## config.mk

```make
export PLATFORM = sky130hd
export DESIGN_NAME = regblk_top
export DESIGN_NICKNAME = d
export VERILOG_FILES = /design/src/hdl/regblk_pkg.sv /design/src/hdl/event_status_reg.sv /design/src/hdl/register_file.sv /design/src/hdl/axi4lite_frontend.sv /design/src/hdl/regblk_top.sv
export VERILOG_INCLUDE_DIRS = /design/src /design/src/include
export SDC_FILE = /design/constraint.sdc
export NUM_CORES = 1
export LEC_CHECK = 0
export ABC_AREA = 1
export BUFFER_PORTS_ARGS = -buffer_cell sky130_fd_sc_hd__clkbuf_2
export CAP_MARGIN = 20
export CORE_MARGIN = 3
export CORE_UTILIZATION = 35
export DETAILED_ROUTE_END_ITERATION = 12
export PLACE_DENSITY = 0.75
export SLEW_MARGIN = 20
export SYNTH_ARGS = -nofsm -noshare
export SYNTH_HDL_FRONTEND = slang
export SYNTH_SLANG_ARGS = --single-unit
```

## constraint.sdc

```tcl
create_clock -name clk -period 3.5 [get_ports clk]
set_input_delay 0 -clock clk [delete_from_list [all_inputs] [get_ports clk]]
set_output_delay 0 -clock clk [all_outputs]
set_load 0.01 [all_outputs]
```

## src/include/regblk_settings.svh

```systemverilog
`ifndef REGBLK_SETTINGS_SVH
`define REGBLK_SETTINGS_SVH

// bus widths
`define REGBLK_ADDR_W 16
`define REGBLK_DATA_W 32
`define REGBLK_STRB_W 4

// address map, the block decodes word addresses above base
`define REGBLK_BASE_ADDR 16'h1000
`define REGBLK_CTRL_OFS 16'h0000
`define REGBLK_STATUS_OFS 16'h0004
`define REGBLK_TRIG_OFS 16'h0008
`define REGBLK_EVENT_OFS 16'h000C

// reset and default values
`define REGBLK_CTRL_RESET 32'h0000_01C3
`define REGBLK_DEFAULT_RDATA 32'hDEAD_BEAF

// number of event flags in the EVENT register
`define REGBLK_EVENT_W 4

`endif

```

## src/hdl/regblk_pkg.sv

```systemverilog
`include "regblk_settings.svh"

package regblk_pkg;

  typedef enum logic [1:0] {
    OKAY   = 2'b00,
    SLVERR = 2'b10
  } axi_resp_e;

  typedef enum logic [1:0] {
    IDLE,
    WRITE_RESP,
    READ_RESP
  } fe_state_e;

  typedef enum logic {
    ACCESS_READ,
    ACCESS_WRITE
  } access_kind_e;

  typedef struct packed {
    logic                      awvalid;
    logic [`REGBLK_ADDR_W-1:0] awaddr;
    logic                      wvalid;
    logic [`REGBLK_DATA_W-1:0] wdata;
    logic [`REGBLK_STRB_W-1:0] wstrb;
    logic                      bready;
    logic                      arvalid;
    logic [`REGBLK_ADDR_W-1:0] araddr;
    logic                      rready;
  } axi_req_t;

  typedef struct packed {
    logic                      awready;
    logic                      wready;
    logic                      bvalid;
    axi_resp_e                 bresp;
    logic                      arready;
    logic                      rvalid;
    logic [`REGBLK_DATA_W-1:0] rdata;
    axi_resp_e                 rresp;
  } axi_rsp_t;

  typedef struct packed {
    logic                      valid;
    access_kind_e              kind;
    logic [`REGBLK_ADDR_W-1:0] addr;
    logic [`REGBLK_DATA_W-1:0] wdata;
    logic [`REGBLK_STRB_W-1:0] strb;
  } reg_access_t;

  // field order matches the CTRL register layout, enable is bit 8
  typedef struct packed {
    logic       enable;
    logic [3:0] gain;
    logic [3:0] mode;
  } ctrl_fields_t;

  typedef struct packed {
    logic [3:0] stop;
    logic [3:0] start;
  } trigger_t;

endpackage

```

## src/hdl/event_status_reg.sv

```systemverilog
`timescale 1ns/1ps
`include "regblk_settings.svh"

module event_status_reg #(
  parameter int W = `REGBLK_EVENT_W
) (
  input  logic         clk,
  input  logic         i_rst,
  input  logic [W-1:0] i_set,
  input  logic [W-1:0] i_clear,
  input  logic         i_enable_we,
  input  logic [W-1:0] i_enable_wdata,
  output logic [W-1:0] o_flags,
  output logic [W-1:0] o_enable,
  output logic         o_irq
);

  logic [W-1:0] flags_q;
  logic [W-1:0] enable_q;
  logic         irq_q;

  always_ff @(posedge clk) begin
    if (i_rst) begin
      flags_q  <= '0;
      enable_q <= '0;
      irq_q    <= 1'b0;
    end else begin
      flags_q <= i_set | (flags_q & ~i_clear); // a set pulse beats a clear in the same cycle
      if (i_enable_we) begin
        enable_q <= i_enable_wdata;
      end
      irq_q <= |(flags_q & enable_q);
    end
  end

  assign o_flags  = flags_q;
  assign o_enable = enable_q;
  assign o_irq    = irq_q;

endmodule

```

## src/hdl/register_file.sv

```systemverilog
`timescale 1ns/1ps
`include "regblk_settings.svh"

module register_file (
  input  logic                      clk,
  input  logic                      i_rst,
  input  regblk_pkg::reg_access_t   i_access,
  output logic [`REGBLK_DATA_W-1:0] o_rdata,
  output logic                      o_error,
  input  logic [15:0]               i_status,
  input  logic [`REGBLK_EVENT_W-1:0] i_event_set,
  output regblk_pkg::ctrl_fields_t  o_ctrl,
  output regblk_pkg::trigger_t      o_trigger,
  output logic                      o_irq
);

  localparam int AW = `REGBLK_ADDR_W;
  localparam int DW = `REGBLK_DATA_W;
  localparam int EW = `REGBLK_EVENT_W;
  localparam int CW = $bits(regblk_pkg::ctrl_fields_t);

  localparam logic [AW-1:0] CTRL_ADDR   = `REGBLK_BASE_ADDR + `REGBLK_CTRL_OFS;
  localparam logic [AW-1:0] STATUS_ADDR = `REGBLK_BASE_ADDR + `REGBLK_STATUS_OFS;
  localparam logic [AW-1:0] TRIG_ADDR   = `REGBLK_BASE_ADDR + `REGBLK_TRIG_OFS;
  localparam logic [AW-1:0] EVENT_ADDR  = `REGBLK_BASE_ADDR + `REGBLK_EVENT_OFS;
  localparam logic [DW-1:0] CTRL_RESET  = `REGBLK_CTRL_RESET;

  logic                     hit_ctrl;
  logic                     hit_status;
  logic                     hit_trig;
  logic                     hit_event;
  logic                     wr_en;
  regblk_pkg::ctrl_fields_t ctrl_q;
  regblk_pkg::trigger_t     trigger_q;
  logic [EW-1:0]            event_clear;
  logic                     event_enable_we;
  logic [EW-1:0]            event_flags;
  logic [EW-1:0]            event_enable;

  // byte offset bits are ignored, registers are matched by word address
  assign hit_ctrl   = (i_access.addr[AW-1:2] == CTRL_ADDR[AW-1:2]);
  assign hit_status = (i_access.addr[AW-1:2] == STATUS_ADDR[AW-1:2]);
  assign hit_trig   = (i_access.addr[AW-1:2] == TRIG_ADDR[AW-1:2]);
  assign hit_event  = (i_access.addr[AW-1:2] == EVENT_ADDR[AW-1:2]);

  assign wr_en = i_access.valid && (i_access.kind == regblk_pkg::ACCESS_WRITE);

  always_ff @(posedge clk) begin
    if (i_rst) begin
      ctrl_q <= CTRL_RESET[CW-1:0];
    end else if (wr_en && hit_ctrl) begin
      if (i_access.strb[0]) begin
        ctrl_q.mode <= i_access.wdata[3:0];
        ctrl_q.gain <= i_access.wdata[7:4];
      end
      if (i_access.strb[1]) begin
        ctrl_q.enable <= i_access.wdata[8];
      end
    end
  end

  // every written one becomes a single cycle pulse
  always_ff @(posedge clk) begin
    if (i_rst) begin
      trigger_q <= '0;
    end else if (wr_en && hit_trig && i_access.strb[0]) begin
      trigger_q <= i_access.wdata[7:0];
    end else begin
      trigger_q <= '0;
    end
  end

  assign event_clear     = (wr_en && hit_event && i_access.strb[0]) ?
                           i_access.wdata[EW-1:0] : '0;
  assign event_enable_we = wr_en && hit_event && i_access.strb[1];

  event_status_reg #(
    .W (EW)
  ) u_event (
    .clk            (clk),
    .i_rst          (i_rst),
    .i_set          (i_event_set),
    .i_clear        (event_clear),
    .i_enable_we    (event_enable_we),
    .i_enable_wdata (i_access.wdata[8 +: EW]),
    .o_flags        (event_flags),
    .o_enable       (event_enable),
    .o_irq          (o_irq)
  );

  always_comb begin
    o_rdata = '0;
    o_error = 1'b0;
    if (hit_ctrl) begin
      o_rdata[CW-1:0] = ctrl_q;
    end else if (hit_status) begin
      o_rdata[15:0] = i_status; // writes here fall through with OKAY
    end else if (hit_trig) begin
      o_rdata = '0;
    end else if (hit_event) begin
      o_rdata[EW-1:0]  = event_flags;
      o_rdata[8 +: EW] = event_enable;
    end else begin
      o_rdata = `REGBLK_DEFAULT_RDATA;
      o_error = 1'b1;
    end
  end

  assign o_ctrl    = ctrl_q;
  assign o_trigger = trigger_q;

endmodule

```

## src/hdl/axi4lite_frontend.sv

```systemverilog
`timescale 1ns/1ps
`include "regblk_settings.svh"

module axi4lite_frontend (
  input  logic                      clk,
  input  logic                      i_rst,
  input  regblk_pkg::axi_req_t      i_axi_req,
  output regblk_pkg::axi_rsp_t      o_axi_rsp,
  output regblk_pkg::reg_access_t   o_access,
  input  logic [`REGBLK_DATA_W-1:0] i_rdata,
  input  logic                      i_error
);

  regblk_pkg::fe_state_e     state;
  regblk_pkg::fe_state_e     state_next;
  logic                      wr_accept;
  logic                      rd_accept;
  regblk_pkg::axi_resp_e     bresp_q;
  regblk_pkg::axi_resp_e     rresp_q;
  logic [`REGBLK_DATA_W-1:0] rdata_q;

  // a write needs both address and data, and it wins over a read
  assign wr_accept = (state == regblk_pkg::IDLE) && i_axi_req.awvalid && i_axi_req.wvalid;
  assign rd_accept = (state == regblk_pkg::IDLE) && i_axi_req.arvalid && !wr_accept;

  always_comb begin
    o_access.valid = wr_accept || rd_accept;
    if (wr_accept) begin
      o_access.kind = regblk_pkg::ACCESS_WRITE;
      o_access.addr = i_axi_req.awaddr;
      o_access.strb = i_axi_req.wstrb;
    end else begin
      o_access.kind = regblk_pkg::ACCESS_READ;
      o_access.addr = i_axi_req.araddr;
      o_access.strb = '0; // reads touch no byte lanes
    end
    o_access.wdata = i_axi_req.wdata;
  end

  always_comb begin
    state_next = state;
    case (state)
      regblk_pkg::IDLE: begin
        if (wr_accept) begin
          state_next = regblk_pkg::WRITE_RESP;
        end else if (rd_accept) begin
          state_next = regblk_pkg::READ_RESP;
        end
      end
      regblk_pkg::WRITE_RESP: begin
        if (i_axi_req.bready) begin
          state_next = regblk_pkg::IDLE;
        end
      end
      regblk_pkg::READ_RESP: begin
        if (i_axi_req.rready) begin
          state_next = regblk_pkg::IDLE;
        end
      end
      default: begin
        state_next = regblk_pkg::IDLE;
      end
    endcase
  end

  always_ff @(posedge clk) begin
    if (i_rst) begin
      state <= regblk_pkg::IDLE;
    end else begin
      state <= state_next;
    end
  end

  // responses are captured once at acceptance and then held until the handshake
  always_ff @(posedge clk) begin
    if (wr_accept) begin
      bresp_q <= i_error ? regblk_pkg::SLVERR : regblk_pkg::OKAY;
    end
    if (rd_accept) begin
      rresp_q <= i_error ? regblk_pkg::SLVERR : regblk_pkg::OKAY;
      rdata_q <= i_rdata;
    end
  end

  always_comb begin
    o_axi_rsp.awready = wr_accept;
    o_axi_rsp.wready  = wr_accept;
    o_axi_rsp.arready = rd_accept;
    o_axi_rsp.bvalid  = (state == regblk_pkg::WRITE_RESP);
    o_axi_rsp.bresp   = bresp_q;
    o_axi_rsp.rvalid  = (state == regblk_pkg::READ_RESP);
    o_axi_rsp.rdata   = rdata_q;
    o_axi_rsp.rresp   = rresp_q;
  end

endmodule

```

## src/hdl/regblk_top.sv

```systemverilog
`timescale 1ns/1ps
`include "regblk_settings.svh"

module regblk_top (
  input  logic                       clk,
  input  logic                       i_rst,
  input  regblk_pkg::axi_req_t       i_axi_req,
  output regblk_pkg::axi_rsp_t       o_axi_rsp,
  input  logic [15:0]                i_status,
  input  logic [`REGBLK_EVENT_W-1:0] i_event_set,
  output regblk_pkg::ctrl_fields_t   o_ctrl,
  output regblk_pkg::trigger_t       o_trigger,
  output logic                       o_irq
);

  regblk_pkg::reg_access_t   access;
  logic [`REGBLK_DATA_W-1:0] rdata;
  logic                      error;

  axi4lite_frontend u_frontend (
    .clk       (clk),
    .i_rst     (i_rst),
    .i_axi_req (i_axi_req),
    .o_axi_rsp (o_axi_rsp),
    .o_access  (access),
    .i_rdata   (rdata),
    .i_error   (error)
  );

  register_file u_regs (
    .clk         (clk),
    .i_rst       (i_rst),
    .i_access    (access),
    .o_rdata     (rdata),
    .o_error     (error),
    .i_status    (i_status),
    .i_event_set (i_event_set),
    .o_ctrl      (o_ctrl),
    .o_trigger   (o_trigger),
    .o_irq       (o_irq)
  );

endmodule

```

# Word level (Yosys, flattened, before mapping)
# Index checks and enable logic that the tools add are counted.
# W data, S select, Z words.
[totals]
ff_bits = 64
in_bits = 95
[op_classes]
bitwise_logic = 5
mux = 20
n_reduce_logical = 20
eq_ne = 9
[ops]
columns = ["cell", "n"]
rows = [
  ["$eq A14 B11 Y1 const B", 4],
  ["$mux W16", 2],
  ["$mux W20", 1],
  ["$mux W17", 1],
  ["$mux W4", 4],
  ["$mux W2", 6],
  ["$logic_and A1 B1 Y1", 11],
  ["$mux W9", 1],
  ["$and A4 B4 Y4", 2],
  ["$pmux W2 S3", 1],
  ["$mux W1", 4],
  ["$ne A2 B2 Y1 const B", 2],
  ["$not A4 Y4", 1],
  ["$or A4 B4 Y4", 1],
  ["$reduce_and A2 Y1", 2],
  ["$reduce_or A4 Y1", 1],
  ["$ne A3 B1 Y1 const B", 1],
  ["$reduce_and A3 Y1", 1],
  ["$reduce_or A3 Y1", 1],
  ["$eq A2 B1 Y1 const B", 1],
  ["$eq A2 B2 Y1 const B", 1],
  ["$logic_not A2 Y1", 1],
  ["$reduce_or A2 Y1", 1],
  ["$logic_not A1 Y1", 1],
  ["2 further kinds", 2],
]

# Logic depth before layout (Yosys ltp)
[logic_depth]
depth_word = 13
mapped_depth = 14
depth_no_buf = 13

# Hierarchy
# Synthesis repeated with hierarchy kept, for this count alone.
[hier_totals]
hier_cells = 389
area_unflattened_um2 = 3215.6
[by_module_without_submodules]
columns = ["mod", "seq_area_each_um2", "n_inst", "area_each_um2", "cells_each"]
rows = [
  ["axi4lite_frontend", 1061.0, 1, 1704.1, 151],
  ["register_file", 340.3, 1, 1192.4, 195],
  ["event_status_reg", 180.2, 1, 319.1, 43],
]

# Worst setup path before layout
# Ideal clock, no wire load.
[synth_path]
kind = "reg2reg"
startpoint = "reg u_frontend.state[0]"
endpoint = "reg u_frontend.bresp_q[1], data pin"
slack_ns = 1.939
stages_incl_launch_ff = 13
setup_ns = 0.257
t_arrival_ns = 1.305
t_required_ns = 3.243
synth_period_minus_slack_ns = 1.561
path_cell_list = "dfxtp_1 inv_2 nand2_4 nor2_8 nand2_1 nand2_2 nand2_4 nor2_4 nand2_4 nand2_1 nor2_2 o21ai_2 inv_1"
[synth_via]
elab_chain_cells = 10
word_cells_on_any_way = 13
[synth_lines]
columns = ["item", "line", "source"]
rows = [
  ["start, declared", "axi4lite_frontend.sv:14", "regblk_pkg::fe_state_e state;"],
  ["start signal, assigned", "axi4lite_frontend.sv:68", "state <= regblk_pkg::IDLE;"],
  ["start signal, assigned", "axi4lite_frontend.sv:70", "state <= state_next;"],
  ["$logic_not A2 Y1 (*)", "axi4lite_frontend.sv:23", "assign wr_accept = (state == regblk_pkg::IDLE) && i_axi_req.awvalid && i_axi_req.wvalid;"],
  ["$logic_and A1 B1 Y1 (*) (2 in series)", "axi4lite_frontend.sv:23", ""],
  ["via u_frontend.wr_accept", "axi4lite_frontend.sv:16", "logic wr_accept;"],
  ["$mux W17 (*)", "axi4lite_frontend.sv:28", "if (wr_accept) begin"],
  ["$eq A14 B11 Y1", "register_file.sv:44", "assign hit_event = (i_access.addr[AW-1:2] == EVENT_ADDR[AW-1:2]);"],
  ["$mux W1", "register_file.sv:100", "end else if (hit_event) begin"],
  ["$mux W1", "register_file.sv:98", "end else if (hit_trig) begin"],
  ["$mux W1", "register_file.sv:96", "end else if (hit_status) begin"],
  ["$mux W1 (*)", "register_file.sv:94", "if (hit_ctrl) begin"],
  ["via error", "regblk_top.sv:18", "logic error;"],
  ["$mux W2 (*)", "axi4lite_frontend.sv:77", "bresp_q <= i_error ? regblk_pkg::SLVERR : regblk_pkg::OKAY;"],
  ["end signal, assigned", "axi4lite_frontend.sv:77", ""],
  ["end, declared", "axi4lite_frontend.sv:18", "regblk_pkg::axi_resp_e bresp_q;"],
]
# The timed path passes the listed nets; every way through them passes the cells marked *.
# A chain may end at the register's enable or synchronous reset.

# Final worst setup path
[layout_path]
startpoint = "reg u_frontend.state[0]"
endpoint = "reg u_regs.u_event.flags_q[2] (netlist: u_regs.u_event.o_flags[2])"
[layout_via]
elab_chain_cells = 13
word_cells_on_any_way = 17
[layout_lines]
columns = ["item", "line", "source"]
rows = [
  ["$logic_not A2 Y1 (*)", "axi4lite_frontend.sv:23, axi4lite_frontend.sv:24", ""],
  ["parallel branches: the longest is 7 deep, another holds $mux W17", "--", ""],
  ["$logic_and A1 B1 Y1 (*)", "register_file.sv:73", "assign event_clear = (wr_en && hit_event && i_access.strb[0]) ?"],
  ["$mux W4 (*)", "register_file.sv:73", ""],
  ["$not A4 Y4 (*)", "event_status_reg.sv:28", "flags_q <= i_set | (flags_q & ~i_clear);"],
  ["$and A4 B4 Y4 (*)", "event_status_reg.sv:28", ""],
  ["$or A4 B4 Y4 (*)", "event_status_reg.sv:28", ""],
  ["end signal, assigned", "event_status_reg.sv:28", ""],
  ["end, declared", "event_status_reg.sv:18", "logic [W-1:0] flags_q;"],
]
# Every way passes the cells marked *.

==> flow_summary.ini <==
[synth]
yosys.area_share.adder_pct = 0
synth-simple-area-share_pct = 34.0
synth_top_family_by_area = simple AND/OR/NAND/NOR gates
syn_area_sq_um = 2480
synth_compound_gate_area_share_pct = 3.93
avgSynthCellArea_sq_um = 7.59
yosysSeqAreaShare_pct = 45.6
yosys_warnings = 0
synth_seq_cells = 47
ys_types = 28
synth_mux_area_share_pct = 0
synth-xor-area-share_pct = 0
syn_inst = 327

[cells_and_area]
finalNetCount = 562
layout_commonest_cell = clkbuf_2
drive_gt1_share_pct = 34.2
area_growth_pct = 39.7
diodes = 0
final_cell_mix = clkbuf_2, nand2_1, inv_1

[clock_tree]
clk-insertion-delay-late_ps = 300
cts_buffers = 5
cts_setup_buffers = 0
cts_resized = 0
cts.path.max_buffers = 2
cts_tree = done
clkSinkCount = 47
cts_root_buf = clkbuf_8
h-tree-depth = 2
clk_pin_slew_worst_paths_ps = 90

[global_routing]
grt_overflow_total = 0
grt_usage_pct = 15.2
grt_pass1_wl_microns = 10100
grt_pass1_vias = 2265
grt_max_degree = 20
antenna_found_initial = 0

[worst_setup_path]
critPathMaxStageDelay_ps = 560
crit_type = reg -> reg
crit_buf_inv = 2
crit_arrival_ps = 2670
reg2regPathDepth = 11
required_ps = 3690
cp_cell_sequence = inv_2 -> nand2_4 -> nor2_8 -> nand2_2 -> nand2_2 -> nand3_1 -> nor2_1 -> nand3_1 -> nand2_1 -> a21oi_1 -> dlygate4sd3_1
critPathTopFamily = simple AND/OR/NAND/NOR gates
start_kind = flip-flop
r2r_setup_slack_ps = 1020
slowest_stage = dlygate4sd3_1
critPathMaxFanout = 11
endpoint_kind = flip-flop
crit_cells = 11

[min_path]
hold_path_depth = 3
hp-class = in -> reg

[place]
gp_congestion = 0.793
post-dp-hpwl_microns = 4890
portBuffers = 120

[floorplan]
floorplan.initialDensity_pct = 36.3
rows = 30
fp.coreArea_sq_um = 6830
dieWidth_microns = 90.2
dieArea_sq_um = 8140
ioPinCount = 154
die_h_microns = 90.2

[route]
vias = 2399
drtAntennaViolNets = 0
remaining_drc_errors = 0
wl_microns = 6310
first_iter_violations = 104
wire_per_inst_microns = 11.2
first_pass_iters = 4
vias_per_cell = 4.25

[timing]
fin_tns_setup_ps = 0
relSlewSlack_pct = 53.9
worst-slew-pin-transition_ps = 691
fmax_ghz = 0.404
slew_violations = 0
setup_viol = 0
period_share_pct = 70.8
period_minus_slack_ps = 2480
hold_violations = 0
fin_skew_ps = 8.77
rsz0062_at_grt = no

[power_and_ir_drop]
ir_drop_mv = 0.137
leakage_nw = 1.77
post-layout-total-power_mw = 1.13
powerDensity_nw_per_um2 = 325

[flow_run]
cap_viol_max_count = 0

[run_status]
status = finished, final reports clean
[per-layer routing]
metal	part of all wire, %	track usage (%)
met1	39	17.1
met3	5.1	3.10
met4	3.3	7.02
met5	0	0
met2	52	27.4
[through the flow]
stage               area [sq um]  utilization [%]  hold WS, ps  std cells  setup slack (ps)
floorplan                   2500                -          112        333              1940
global placement            3040             44.5          218        524              1510
detailed placement          3040             44.5          221        524              1430
CTS                         3470             50.8         10.5        564              1020
global route                3470             50.8         26.8        564               770
finish                      3470             50.8         10.1        564              1020
[synth_stat cells]
cell type / instances / area, sq um
nor2_8: 1 / 20.0
nand2_4: 4 / 45.0
a221oi_1: 1 / 8.76
o21ai_2: 1 / 8.76
inv_2: 4 / 15.0
nor2_4: 5 / 56.3
o22ai_1: 1 / 6.26
or2_0: 1 / 6.26
o21ai_1: 1 / 5.00
inv_4: 1 / 6.26
clkinv_4: 1 / 8.76
a311oi_1: 1 / 8.76
nand4_1: 1 / 6.26
clkbuf_1: 2 / 7.51
buf_4: 21 / 158
nor2_1: 42 / 158
nand3_1: 21 / 105
nand2_1: 91 / 342
o21ai_0: 1 / 5.00
edfxtp_1: 19 / 571
dfxtp_1: 28 / 561
conb_1: 1 / 3.75
nand2_2: 10 / 62.6
nor2_2: 2 / 12.5
a21oi_1: 11 / 55.1
nand3_2: 3 / 30.0
buf_6: 2 / 22.5
inv_1: 50 / 188
[path summary, 6_finish.rpt]
| path | startpoint | endpoint |
|---|---|---|
| max | u_frontend.state[0] | u_regs.u_event.o_flags[2] |
| min | i_status[14] | u_frontend.rdata_q[14] |
| max reg2reg | u_frontend.state[0] | u_regs.u_event.o_flags[2] |
| min reg2reg | u_regs.u_event.o_enable[2] | u_regs.u_event.o_enable[2] |
[cell families after synthesis]
logic type / count (synthesis)
simple gates: 181
other cells: 1
buf+inv: 81
compound gates: 17
flops: 47
[where the power goes]
group          total (mW)  switching (mW)  internal (mW)
combinational       0.168          0.0882         0.0793
clock               0.371           0.184          0.186
sequential          0.588         0.00700          0.581
total                1.13           0.280          0.846
[worst reg2reg max path, stage by stage (launching register included)]
cell and delay, ps:
dfxtp_1 360, inv_2 90, nand2_4 70, nor2_8 150, nand2_2 70, nand2_2 120
nand3_1 120, nor2_1 530, nand3_1 140, nand2_1 100, a21oi_1 70, dlygate4sd3_1 560
[what timing repair did]
action | CTS | global route
setup endpoints to repair | 0 | 0
hold buffers | 32 | 0
hold endpoints to repair | 33 | 0
[state kept, by name, indices dropped and copies added, names as in the netlist]
signal / flops
u_frontend.bresp_q: 1
u_frontend.rdata_q: 17
u_frontend.rresp_q: 1
u_frontend.state: 2
u_regs.o_ctrl: 9
u_regs.o_trigger: 8
u_regs.u_event.o_enable: 4
u_regs.u_event.o_flags: 4
u_regs.u_event.o_irq: 1
[final cells by class]
class | count | area (sq um)
sequential | 47 | 1130
multi-input combinational | 205 | 967
fill | 699 | 3360
clock inverter | 2 | 16.3
inverter | 56 | 218
tap | 96 | 120
timing repair buffer | 152 | 921
clock buffer | 6 | 93.8
Note: power is estimated with default switching activity, not from simulation.
